## src/design/disc_defines.svh

```systemverilog
/*
  sample discriminator build constants
  channel layout, sample format, delay range and counter widths
*/
`ifndef DISC_DEFINES_SVH
`define DISC_DEFINES_SVH

// capture channels and parallel samples per input word
`define DISC_CHANNELS 2
`define DISC_LANES 2
`define DISC_SAMPLE_WIDTH 16

// largest start or stop delay plus one
`define DISC_MAX_DELAY 16
// width of a start or stop delay field
`define DISC_DELAY_WIDTH 4
// cycles from an input word to the state decision it causes
`define DISC_LATENCY 2

// timestamp fields
`define DISC_TIME_WIDTH 32
`define DISC_INDEX_WIDTH 16

`endif

```

## src/design/disc_pkg.sv

```systemverilog
/*
  shared types of the sample discriminator
  samples, lane words, channel configuration, stream and timestamp records
*/
`include "disc_defines.svh"

package disc_pkg;

  typedef logic signed [`DISC_SAMPLE_WIDTH-1:0] sample_t;

  // one input word, moved as raw bits and compared as separate samples
  typedef union packed {
    logic [`DISC_LANES*`DISC_SAMPLE_WIDTH-1:0] raw;
    sample_t [`DISC_LANES-1:0] lane;
  } lane_word_u;

  // per-channel settings, 41 bits
  typedef struct packed {
    sample_t threshold_high;
    sample_t threshold_low;
    logic [`DISC_DELAY_WIDTH-1:0] start_delay;
    logic [`DISC_DELAY_WIDTH-1:0] stop_delay;
    logic bypass;
  } chan_cfg_t;

  typedef chan_cfg_t [`DISC_CHANNELS-1:0] cfg_t;

  // detector levels handed from the control block to the comparators
  typedef struct packed {
    sample_t high;
    sample_t low;
  } thresh_pair_t;

  // all channels of one cycle, 66 bits
  typedef struct packed {
    lane_word_u [`DISC_CHANNELS-1:0] data;
    logic [`DISC_CHANNELS-1:0] valid;
  } stream_t;

  // arrival time of the first kept sample and the number of samples saved before it
  typedef struct packed {
    logic [`DISC_TIME_WIDTH-1:0] ts_time;
    logic [`DISC_INDEX_WIDTH-1:0] ts_index;
  } timestamp_t;

endpackage

```

## src/design/threshold_detect.sv

```systemverilog
/*
  threshold detector
  registered compare of every lane of a word against the channel's two levels
*/
`include "disc_defines.svh"

module threshold_detect (
  input  logic adc_clk,
  input  logic adc_reset,
  input  logic reset_state,
  input  disc_pkg::stream_t data_in,
  input  disc_pkg::thresh_pair_t [`DISC_CHANNELS-1:0] thresholds,
  output logic [`DISC_CHANNELS-1:0] any_above_high,
  output logic [`DISC_CHANNELS-1:0] all_below_low
);

  // raw compare results, not yet qualified
  logic [`DISC_CHANNELS-1:0] hit_high;
  logic [`DISC_CHANNELS-1:0] hit_low;
  // word takes part in detection only when valid and outside reset_state
  logic [`DISC_CHANNELS-1:0] word_ok;

  always_comb begin
    hit_high = '0;
    hit_low = '0;
    for (int ch = 0; ch < `DISC_CHANNELS; ch++) begin
      for (int ln = 0; ln < `DISC_LANES; ln++) begin
        // signed compare, lanes viewed as samples
        if (disc_pkg::sample_t'(data_in.data[ch].lane[ln]) > thresholds[ch].high) begin
          hit_high[ch] = 1'b1;
        end
        if (disc_pkg::sample_t'(data_in.data[ch].lane[ln]) > thresholds[ch].low) begin
          hit_low[ch] = 1'b1;
        end
      end
    end
    word_ok = data_in.valid & {`DISC_CHANNELS{~reset_state}};
  end

  always_ff @(posedge adc_clk) begin
    if (adc_reset) begin
      any_above_high <= '0;
      all_below_low <= '0;
    end else begin
      // start event when any lane is strictly above high
      any_above_high <= word_ok & hit_high;
      // quiet word when no lane is above low
      all_below_low <= word_ok & ~hit_low;
    end
  end

endmodule

```

## src/design/sample_delay_line.sv

```systemverilog
/*
  sample delay line
  holds words and valids long enough to keep the start_delay samples before an
  event, with a per-channel tap and valid gated by the channel's active flag
*/
`include "disc_defines.svh"

module sample_delay_line (
  input  logic adc_clk,
  input  disc_pkg::stream_t data_in,
  input  logic [`DISC_CHANNELS-1:0][`DISC_DELAY_WIDTH-1:0] start_delay,
  input  logic [`DISC_CHANNELS-1:0] active,
  output disc_pkg::stream_t samples_out
);

  // input word plus these registers gives DISC_MAX_DELAY + DISC_LATENCY taps
  localparam int DEPTH = `DISC_MAX_DELAY + `DISC_LATENCY - 1;
  localparam int TAP_W = $clog2(DEPTH);

  // pipe[k] holds the word that arrived k+1 cycles ago
  disc_pkg::stream_t pipe [DEPTH];
  logic [`DISC_CHANNELS-1:0][TAP_W-1:0] tap;

  //////////////////////////////////////////////////////////////////////
  // shift pipeline
  //////////////////////////////////////////////////////////////////////

  always_ff @(posedge adc_clk) begin
    pipe[0] <= data_in;
    for (int k = 1; k < DEPTH; k++) begin
      pipe[k] <= pipe[k-1];
    end
  end

  //////////////////////////////////////////////////////////////////////
  // tap select and output register
  //////////////////////////////////////////////////////////////////////

  // tap start_delay + latency, counted from the input word
  always_comb begin
    for (int ch = 0; ch < `DISC_CHANNELS; ch++) begin
      tap[ch] = TAP_W'(start_delay[ch]) + TAP_W'(`DISC_LATENCY - 1);
    end
  end

  // words move as raw bits here, nothing looks inside them
  always_ff @(posedge adc_clk) begin
    for (int ch = 0; ch < `DISC_CHANNELS; ch++) begin
      samples_out.data[ch].raw <= pipe[tap[ch]].data[ch].raw;
      samples_out.valid[ch] <= pipe[tap[ch]].valid[ch] & active[ch];
    end
  end

endmodule

```

## src/design/capture_control.sv

```systemverilog
/*
  capture control
  config register and per-channel DISABLED/PRECAPTURE/CAPTURE machine
  with a retriggerable start counter and a stop counter
*/
`include "disc_defines.svh"

module capture_control (
  input  logic adc_clk,
  input  logic adc_reset,
  input  logic reset_state,
  input  logic cfg_load,
  input  disc_pkg::cfg_t cfg,
  input  logic [`DISC_CHANNELS-1:0] any_above_high,
  input  logic [`DISC_CHANNELS-1:0] all_below_low,
  output disc_pkg::thresh_pair_t [`DISC_CHANNELS-1:0] thresholds,
  output logic [`DISC_CHANNELS-1:0][`DISC_DELAY_WIDTH-1:0] start_delay,
  output logic [`DISC_CHANNELS-1:0] active
);

  // stop count spans start_delay + stop_delay
  localparam int STOP_W = `DISC_DELAY_WIDTH + 1;

  typedef enum logic [1:0] {DISABLED, PRECAPTURE, CAPTURE} state_e;

  disc_pkg::cfg_t cfg_q;
  state_e state [`DISC_CHANNELS];
  logic [`DISC_CHANNELS-1:0][`DISC_DELAY_WIDTH-1:0] start_cnt;
  logic [`DISC_CHANNELS-1:0][STOP_W-1:0] stop_cnt;
  // stop countdown running
  logic [`DISC_CHANNELS-1:0] stop_pend;

  // config taken whole on the load strobe
  always_ff @(posedge adc_clk) begin
    if (adc_reset) begin
      cfg_q <= '0;
    end else if (cfg_load) begin
      cfg_q <= cfg;
    end
  end

  always_comb begin
    for (int ch = 0; ch < `DISC_CHANNELS; ch++) begin
      thresholds[ch].high = cfg_q[ch].threshold_high;
      thresholds[ch].low = cfg_q[ch].threshold_low;
      start_delay[ch] = cfg_q[ch].start_delay;
      // bypass keeps the channel open all the time
      active[ch] = (state[ch] != DISABLED) | cfg_q[ch].bypass;
    end
  end

  //////////////////////////////////////////////////////////////////////
  // per-channel state machine
  //////////////////////////////////////////////////////////////////////

  always_ff @(posedge adc_clk) begin
    if (adc_reset | reset_state) begin
      for (int ch = 0; ch < `DISC_CHANNELS; ch++) begin
        state[ch] <= DISABLED;
      end
      start_cnt <= '0;
      stop_cnt <= '0;
      stop_pend <= '0;
    end else begin
      for (int ch = 0; ch < `DISC_CHANNELS; ch++) begin
        // stop path, armed by the first quiet word after the last start
        if (any_above_high[ch] || state[ch] == DISABLED) begin
          stop_pend[ch] <= 1'b0;
        end else if (!stop_pend[ch] && all_below_low[ch]) begin
          stop_pend[ch] <= 1'b1;
          stop_cnt[ch] <= STOP_W'(cfg_q[ch].start_delay) + STOP_W'(cfg_q[ch].stop_delay);
        end else if (stop_pend[ch] && stop_cnt[ch] != '0) begin
          stop_cnt[ch] <= stop_cnt[ch] - 1'b1;
        end

        // start path, a new event always reloads it
        if (any_above_high[ch]) begin
          if (cfg_q[ch].start_delay == '0) begin
            // nothing to keep before the event, open at once
            state[ch] <= CAPTURE;
          end else begin
            state[ch] <= PRECAPTURE;
            start_cnt[ch] <= cfg_q[ch].start_delay - 1'b1;
          end
        end else begin
          case (state[ch])
            PRECAPTURE: begin
              if (start_cnt[ch] == '0) begin
                state[ch] <= CAPTURE;
              end else begin
                start_cnt[ch] <= start_cnt[ch] - 1'b1;
              end
            end
            CAPTURE: begin
              if (stop_pend[ch] && stop_cnt[ch] == '0) begin
                state[ch] <= DISABLED;
              end
            end
            default: begin
            end
          endcase
        end
      end
    end
  end

endmodule

```

## src/design/timestamp_gen.sv

```systemverilog
/*
  timestamp generator
  free time counter and saved-sample index per channel, one timestamp
  pulse each time a channel opens
*/
`include "disc_defines.svh"

module timestamp_gen (
  input  logic adc_clk,
  input  logic adc_reset,
  input  logic reset_state,
  input  logic [`DISC_CHANNELS-1:0] active,
  input  logic [`DISC_CHANNELS-1:0] out_valid,
  output disc_pkg::timestamp_t [`DISC_CHANNELS-1:0] ts_data,
  output logic [`DISC_CHANNELS-1:0] ts_valid
);

  logic [`DISC_TIME_WIDTH-1:0] time_cnt;
  logic [`DISC_CHANNELS-1:0][`DISC_INDEX_WIDTH-1:0] sample_index;
  logic [`DISC_CHANNELS-1:0] active_d;
  // output valid trails active by a cycle, so the clear is held one cycle longer
  logic reset_state_d;

  always_ff @(posedge adc_clk) begin
    if (adc_reset) begin
      time_cnt <= '0;
      sample_index <= '0;
      active_d <= '0;
      reset_state_d <= 1'b0;
      ts_valid <= '0;
    end else begin
      time_cnt <= time_cnt + 1'b1;
      reset_state_d <= reset_state;
      active_d <= active;
      // one pulse per rising edge of active
      ts_valid <= active & ~active_d;
      if (reset_state | reset_state_d) begin
        sample_index <= '0;
      end else begin
        for (int ch = 0; ch < `DISC_CHANNELS; ch++) begin
          if (out_valid[ch]) begin
            sample_index[ch] <= sample_index[ch] + 1'b1;
          end
        end
      end
    end
  end

  // record held until the next channel open
  always_ff @(posedge adc_clk) begin
    for (int ch = 0; ch < `DISC_CHANNELS; ch++) begin
      if (active[ch] & ~active_d[ch]) begin
        ts_data[ch].ts_time <= time_cnt;
        ts_data[ch].ts_index <= sample_index[ch];
      end
    end
  end

endmodule

```

## src/design/sample_discriminator.sv

```systemverilog
/*
  sample discriminator top
  passes only the samples around threshold events on each capture channel
  and emits a timestamp whenever a channel opens
*/
`include "disc_defines.svh"

module sample_discriminator (
  input  logic adc_clk,
  input  logic adc_reset,
  input  logic reset_state,
  input  logic cfg_load,
  input  disc_pkg::cfg_t cfg,
  input  disc_pkg::stream_t adc_data_in,
  output disc_pkg::stream_t adc_samples_out,
  output disc_pkg::timestamp_t [`DISC_CHANNELS-1:0] ts_data,
  output logic [`DISC_CHANNELS-1:0] ts_valid
);

  disc_pkg::thresh_pair_t [`DISC_CHANNELS-1:0] thresholds;
  logic [`DISC_CHANNELS-1:0][`DISC_DELAY_WIDTH-1:0] start_delay;
  logic [`DISC_CHANNELS-1:0] any_above_high;
  logic [`DISC_CHANNELS-1:0] all_below_low;
  // channel open or bypassed
  logic [`DISC_CHANNELS-1:0] active;

  // detection, one cycle after the input word
  threshold_detect u_detect (
    .adc_clk(adc_clk),
    .adc_reset(adc_reset),
    .reset_state(reset_state),
    .data_in(adc_data_in),
    .thresholds(thresholds),
    .any_above_high(any_above_high),
    .all_below_low(all_below_low)
  );

  capture_control u_ctrl (
    .adc_clk(adc_clk),
    .adc_reset(adc_reset),
    .reset_state(reset_state),
    .cfg_load(cfg_load),
    .cfg(cfg),
    .any_above_high(any_above_high),
    .all_below_low(all_below_low),
    .thresholds(thresholds),
    .start_delay(start_delay),
    .active(active)
  );

  // data path, start_delay + 3 cycles from input to output
  sample_delay_line u_delay (
    .adc_clk(adc_clk),
    .data_in(adc_data_in),
    .start_delay(start_delay),
    .active(active),
    .samples_out(adc_samples_out)
  );

  timestamp_gen u_ts (
    .adc_clk(adc_clk),
    .adc_reset(adc_reset),
    .reset_state(reset_state),
    .active(active),
    .out_valid(adc_samples_out.valid),
    .ts_data(ts_data),
    .ts_valid(ts_valid)
  );

endmodule

```

## config.mk

```make
export PLATFORM = sky130hd
export DESIGN_NAME = sample_discriminator
export DESIGN_NICKNAME = d
export VERILOG_FILES = /design/src/design/disc_pkg.sv /design/src/design/threshold_detect.sv /design/src/design/sample_delay_line.sv /design/src/design/capture_control.sv /design/src/design/timestamp_gen.sv /design/src/design/sample_discriminator.sv
export VERILOG_INCLUDE_DIRS = /design/src /design/src/design
export SDC_FILE = /design/constraint.sdc
export NUM_CORES = 2
export LEC_CHECK = 0
export BUFFER_PORTS_ARGS = -buffer_cell sky130_fd_sc_hd__buf_2
export CAP_MARGIN = 25
export CELL_PAD_IN_SITES_DETAIL_PLACEMENT = 2
export CELL_PAD_IN_SITES_GLOBAL_PLACEMENT = 2
export CORE_ASPECT_RATIO = 0.9
export CORE_MARGIN = 3
export CORE_UTILIZATION = 47
export CTS_CLUSTER_SIZE = 25
export DETAILED_ROUTE_END_ITERATION = 6
export PLACE_DENSITY = 0.92
export SYNTH_ARGS = -nofsm -noshare
export SYNTH_HDL_FRONTEND = slang
export SYNTH_SLANG_ARGS = --single-unit
```

## constraint.sdc

```tcl
create_clock -name adc_clk -period 5.04 [get_ports adc_clk]
set_input_delay 0.756 -clock adc_clk [delete_from_list [all_inputs] [get_ports adc_clk]]
set_output_delay 0.756 -clock adc_clk [all_outputs]
set_load 0.005 [all_outputs]
```

; Word-level counts from Yosys, hierarchy flattened
; Memory sizes are Yosys's and may differ from the RTL's.
; Index checks and enable logic that the tools add are counted.
[totals]
memories = 2
inputBits = 152
mem_bits_rw = 1126
output_inout_bits = 164
latchBits = 0
regBits = 337
wordCells = 188
rom_bits = 0
[classes]
div_mod_pow = 0
n_lt_le_gt_ge = 8
shifts = 0
mul = 0
muxes = 66
add_sub_neg = 13
n_bitwise = 27
reduce_logical = 33
eq_ne = 8
[mem_list]
columns = name, words, width, rd, rd_clocked_by_memory_dff, wr, line
row1 = u_delay.pipe, 17, 66, 18, 0, 17, sample_delay_line.sv:21  ; disc_pkg::stream_t pipe [DEPTH];
row2 = u_ctrl.state, 2, 2, 2, 0, 2, capture_control.sv:27  ; state_e state [`DISC_CHANNELS];
[ops]
columns = operator, n
row1 = > comparator 16 bit, 8
row2 = two-way mux 1 bit, 46
row3 = "adder 16 x 1 -> 16 bit, second input constant", 2
row4 = "adder 32 x 1 -> 32 bit, second input constant", 1
row5 = two-way mux 4 bit, 8
row6 = two-way mux 5 bit, 4
row7 = logical NOT 4 bit, 4
row8 = two-way mux 2 bit, 8
row9 = "subtractor 4 x 1 -> 4 bit, second input constant", 4
row10 = OR 1 bit, 12
row11 = nonzero test 2 bit, 6
row12 = "adder 4 x 1 -> 5 bit, second input constant", 2
row13 = adder 4 x 4 -> 5 bit, 2
row14 = logical NOT 5 bit, 2
row15 = nonzero test 5 bit, 2
row16 = "subtractor 5 x 1 -> 5 bit, second input constant", 2
row17 = AND 2 bit, 4
row18 = "!= test 2 bit, second input constant", 4
row19 = logical AND 1 bit, 6
row20 = AND reduction 3 bit, 2
row21 = OR reduction 2 bit, 3
row22 = inverter 1 bit, 5
row23 = AND 1 bit, 4
row24 = "== test 2 x 1 -> 1 bit, second input constant", 2
row25 = other kinds (6), 12

; Logic depth before layout (Yosys ltp)
[depth]
ltp_word = 9
mapped_depth = 11
ltp_nobuf = 8

; By module
; From an unflattened synthesis, not the netlist that was laid out.
[unflattened]
cells_unflattened = 3329
area_unflattened_um2 = 46637.2
[modules_own_cells]
columns = module, area_each_um2, n_inst, cells_per_inst, seq_area_each_um2
row1 = sample_delay_line, 32561.2, 1, 1962, 23782.8
row2 = timestamp_gen, 5770.5, 1, 412, 4264.1
row3 = capture_control, 5148.7, 1, 550, 2162.1
row4 = threshold_detect, 3156.8, 1, 405, 80.1

; Worst setup path before layout
; No wires, ideal clock.
[synth_timing]
kind = flip-flop to flip-flop
startpoint = memory u_ctrl.state[0][1] (netlist name)
endpoint = register, netlist name u_ts.ts_data[0]
setup_time_ns = 0.454
t_required_ns = 4.586
period_less_slack_ns = 2.976
path_buffers = 0
arrival_time_ns = 2.523
path_slack_ns = 2.064
path_stages_with_launch = 3
cell_sequence = edfxtp_1 > nor3_1 > nor2_1
[synth_rtl]
columns = element, line
row1 = start: declaration, capture_control.sv:27

; Final worst setup path
[layout_timing]
startpoint = register u_ctrl.cfg_q, in the netlist u_ctrl.start_delay[1]
endpoint = register, netlist name u_delay.samples_out[3]
[layout_via]
elab_chain_cells = 2
[layout_rtl]
columns = element, line
row1 = start: declaration, capture_control.sv:26  ; disc_pkg::cfg_t cfg_q;
row2 = start signal: assignment, capture_control.sv:38  ; cfg_q <= cfg;
row3 = adder 4 x 1 -> 5 bit, sample_delay_line.sv:42  ; tap[ch] = TAP_W'(start_delay[ch]) + TAP_W'(`DISC_LATENCY - 1);
row4 = memory (17 x 66 bit), --
; No other way between the ends.
; A chain may end at the register's enable or synchronous reset.

==> impl_metrics.py <==
metrics = {
    "yosys": {
        "synth_ff_type": "dfxtp_1",
        "synth_edf_count": 100,
        "avgSynthCellArea_um2": 15.5,
        "synth_top_family_by_area": "multiplexers",
        "synth_top_cells_by_count": "dfxtp_1, mux4_2, nor2_1",
        "yosys.area.top_type": "dfxtp_1",
        "yosysMostFrequentCell": "dfxtp_1",
        "synth_mux_area_share_pct": 20.1,
        "synthArstFlopShare_pct": 0,
        "yosysTopAreaCellShare_pct": 59.3,
        "syn_area_um2": 46000,
        "synth_adder_area_share_pct": 4.14,
        "synth_area_leaders": "dfxtp_1, mux4_2, edfxtp_1",
        "yosysWarnings": 0,
        "synth_fp_nets": 3274,
        "yosysUniqueCellTypes": 60,
        "seq_area_frac_synth_pct": 65.8,
        "synth_xor_area_share_pct": 1.22,
        "synth_compound_area_share_pct": 2.38,
        "yosys.area_share.simple_pct": 4.24,
        "postSynthCellCount": 2971,
        "synth-seq-cells": 1463,
    },
    "global_routing": {
        "grt_use_total_pct": 33.4,
        "grt_max_degree": 109,
        "antenna_found_initial": 17,
        "grt_pass1_wl_um": 244000,
        "grt_overflow": 0,
        "grt_pass1_vias": 32500,
    },
    "floorplanning": {
        "dieArea_um2": 102000,
        "std_cell_rows": 108,
        "die_h_um": 303,
        "core_um2": 96800,
        "io_pins": 316,
        "die_x_um": 336,
        "start_util_pct": 47.5,
    },
    "placement": {
        "io_buffer_count": 315,
        "dp_hpwl_um": 101000,
        "place.gp.congestion": 0.786,
        "dp.cells": 4464,
        "place_ws_ns": 1.53,
    },
    "cells_and_area": {
        "drive_above_1_share_pct": 28.6,
        "utilization_pct": 55.7,
        "nNetsFinal": 3649,
        "layout.cells.non_filler": 4752,
        "syn_to_final_growth_pct": 17.2,
        "fill_cells": 8393,
    },
    "sta": {
        "whs_ns": 0.136,
        "maxSlewViolCount": 0,
        "clock.fmax_mhz": 285,
        "tns_ns": 0,
        "finalClockSkew_ns": 0.0386,
        "fin_ws_ns": 1.54,
        "tightest_slew_ns": 1.16,
        "fin_crit_ns": 3.50,
        "max-slew-margin-rel_pct": 22.8,
        "fin_crit_sh_pct": 69.5,
        "setup_viol": 0,
        "hold_violations": 0,
        "rsz0062_at_grt": "no",
    },
    "critical_path": {
        "crit_type": "flop to flop",
        "r2r_setup_slack_ns": 1.54,
        "worst-r2r-cell-count": 6,
        "cp_cell_sequence": "inv_1 > ha_4 > buf_12 > mux4_2 > mux4_2 > mux2_2",
        "endpoint_kind": "flop",
        "critPathMaxFanout": 63,
        "cpLargestDelayFamily": "multiplexers",
        "cp.required_ns": 5.70,
        "crit_buf_inv": 2,
        "cp_slowest_cell": "ha_4",
        "arrival_ns": 4.16,
        "slowest_delay_ns": 0.85,
        "worstSetupStartpointType": "flop",
        "crit_top_cell": "mux4_2",
        "crit_cells": 6,
    },
    "hold_path": {
        "hold_depth": 1,
        "hold_path_class": "input pin to flop",
    },
    "flow_run": {
        "cap_violations": 0,
    },
    "route": {
        "via_count": 29700,
        "dr.pass1.iters": 5,
        "routed_wl_um": 192000,
        "ant_nets": 0,
        "route.detailed.drc": 0,
        "drt-initial-drc-count": 2726,
        "routedWlPerCell_um": 40.4,
        "via_per_inst": 6.25,
    },
    "clock_tree": {
        "cts_buffers": 144,
        "h-tree-depth": 4,
        "cts_setup_buffers": 0,
        "insertion_delay_ns": 0.79,
        "cts.clk_slew.worst_paths_ns": 0.08,
        "clock_sinks": 1463,
        "root_buffer": "clkbuf_16",
        "clockBufferDepth": 3,
        "cts_hold_buf": 0,
        "cts_tree": "yes",
        "cts_resized": 0,
    },
    "power": {
        "powerDensity_nw_per_um2": 508,
        "power_leakage_uw": 0.0215,
        "ir_worst_vdd_mv": 0.321,
    },
    "status": {
        "status": "complete, no violations",
    },
}
-- placed cells by master (no fill, tap or decap), drive strengths merged, types with 4 or more instances in the layout --
cell      synthesis  final
diode             0     27
nand2b           10     10
clkbuf           59    202
bufinv            0     11
nor2b             8      8
nor4              9      9
clkinv            0     33
or3               8      8
xnor2            21     21
xor2             42     42
nand3            31     31
edfxtp          100    100
inv              92     98
clkinvlp          0      8
nand4            36     36
mux2             68     68
mux2i            99     99
o21ai            38     38
a221oi            6      6
o21bai            4      4
dfxtp          1363   1363
nor3             18     18
mux4            330    330
and4              4      4
ha              149    149
and3             24     24
nand2            73     73
a211oi           14     14
a21oi            64     64
nor2            180    180
o211ai            5      5
or4               4      4
buf              54    342
a31oi             8      8
a21o             18     18
-- cell type report --
cell class | count | area [um2] | share of cell area, %
multi-input cells | 1303 | 14900 | 27.5
inverters | 92 | 345 | 0.640
diodes | 27 | 67.6 | 0.125
flip-flops and latches | 1463 | 30300 | 56.2
clock inverters | 58 | 684 | 1.27
well taps | 1265 | 1580 | 2.94
repair buffers | 342 | 1850 | 3.44
clock buffers | 202 | 4240 | 7.86
-- metal layers --
metal	part of all wire [%]	up-vias	track usage (%)	wire length, um
met5	0.040	-	0	77
met4	8.2	12	21.6	15800
met3	6.4	846	6.54	12300
met2	51	1770	60.8	98100
met1	34	15500	35.5	65700
li1	-	11600	-	-
-- state kept, by name (all words and copies together), names as in the netlist --
name                     count
u_ctrl.start_delay           8
u_ctrl.thresholds           64
u_ctrl.start_cnt             8
u_ctrl.stop_cnt             10
u_delay.pipe              1122
u_ctrl.state                 4
u_ts.sample_index           32
u_ctrl.cfg_q                10
u_ts.reset_state_d           1
u_ts.active_d                2
u_ts.time_cnt               32
u_ts.ts_valid                2
u_ts.ts_data                96
u_ctrl.stop_pend             2
u_detect.all_below_low       2
u_detect.any_above_high      2
u_delay.samples_out         66
-- stage by stage --
stage               area (um2)  total power, uW
floorplan                46000            14300
global placement         48900            15000
detailed placement       48900            15400
CTS                      53800            27000
global route             53900            28100
finish                   53900            27400
-- where the power goes --
group / internal [uW] / switching [uW]
registers: 12500 / 663
logic: 1100 / 1370
clock network: 6490 / 5300
total: 20000 / 7330
-- path summary, 6_finish.rpt --
kind                                            from                        endpoint
setup / recovery  u_ctrl.start_delay[1]$_SDFFE_PP0P_  u_delay.samples_out[3]$_DFF_P_
hold / removal                       adc_data_in[50]     u_delay.pipe[0][50]$_DFF_P_
setup reg to reg  u_ctrl.start_delay[1]$_SDFFE_PP0P_  u_delay.samples_out[3]$_DFF_P_
hold reg to reg          u_delay.pipe[6][25]$_DFF_P_     u_delay.pipe[7][25]$_DFF_P_
-- cells by family (layout without fill, tap and decap cells) --
kind of cell / after synthesis / in the layout
DFF: 1463 / 1463
muxes: 497 / 497
and+or+nand+nor: 414 / 414
buffers and inverters: 205 / 694
AOI/OAI and AO/OA: 178 / 178
adders and majority gates: 151 / 151
xor gates and xnor gates: 63 / 63
other: 0 / 27
Note: power is estimated with default switching activity, not from simulation.
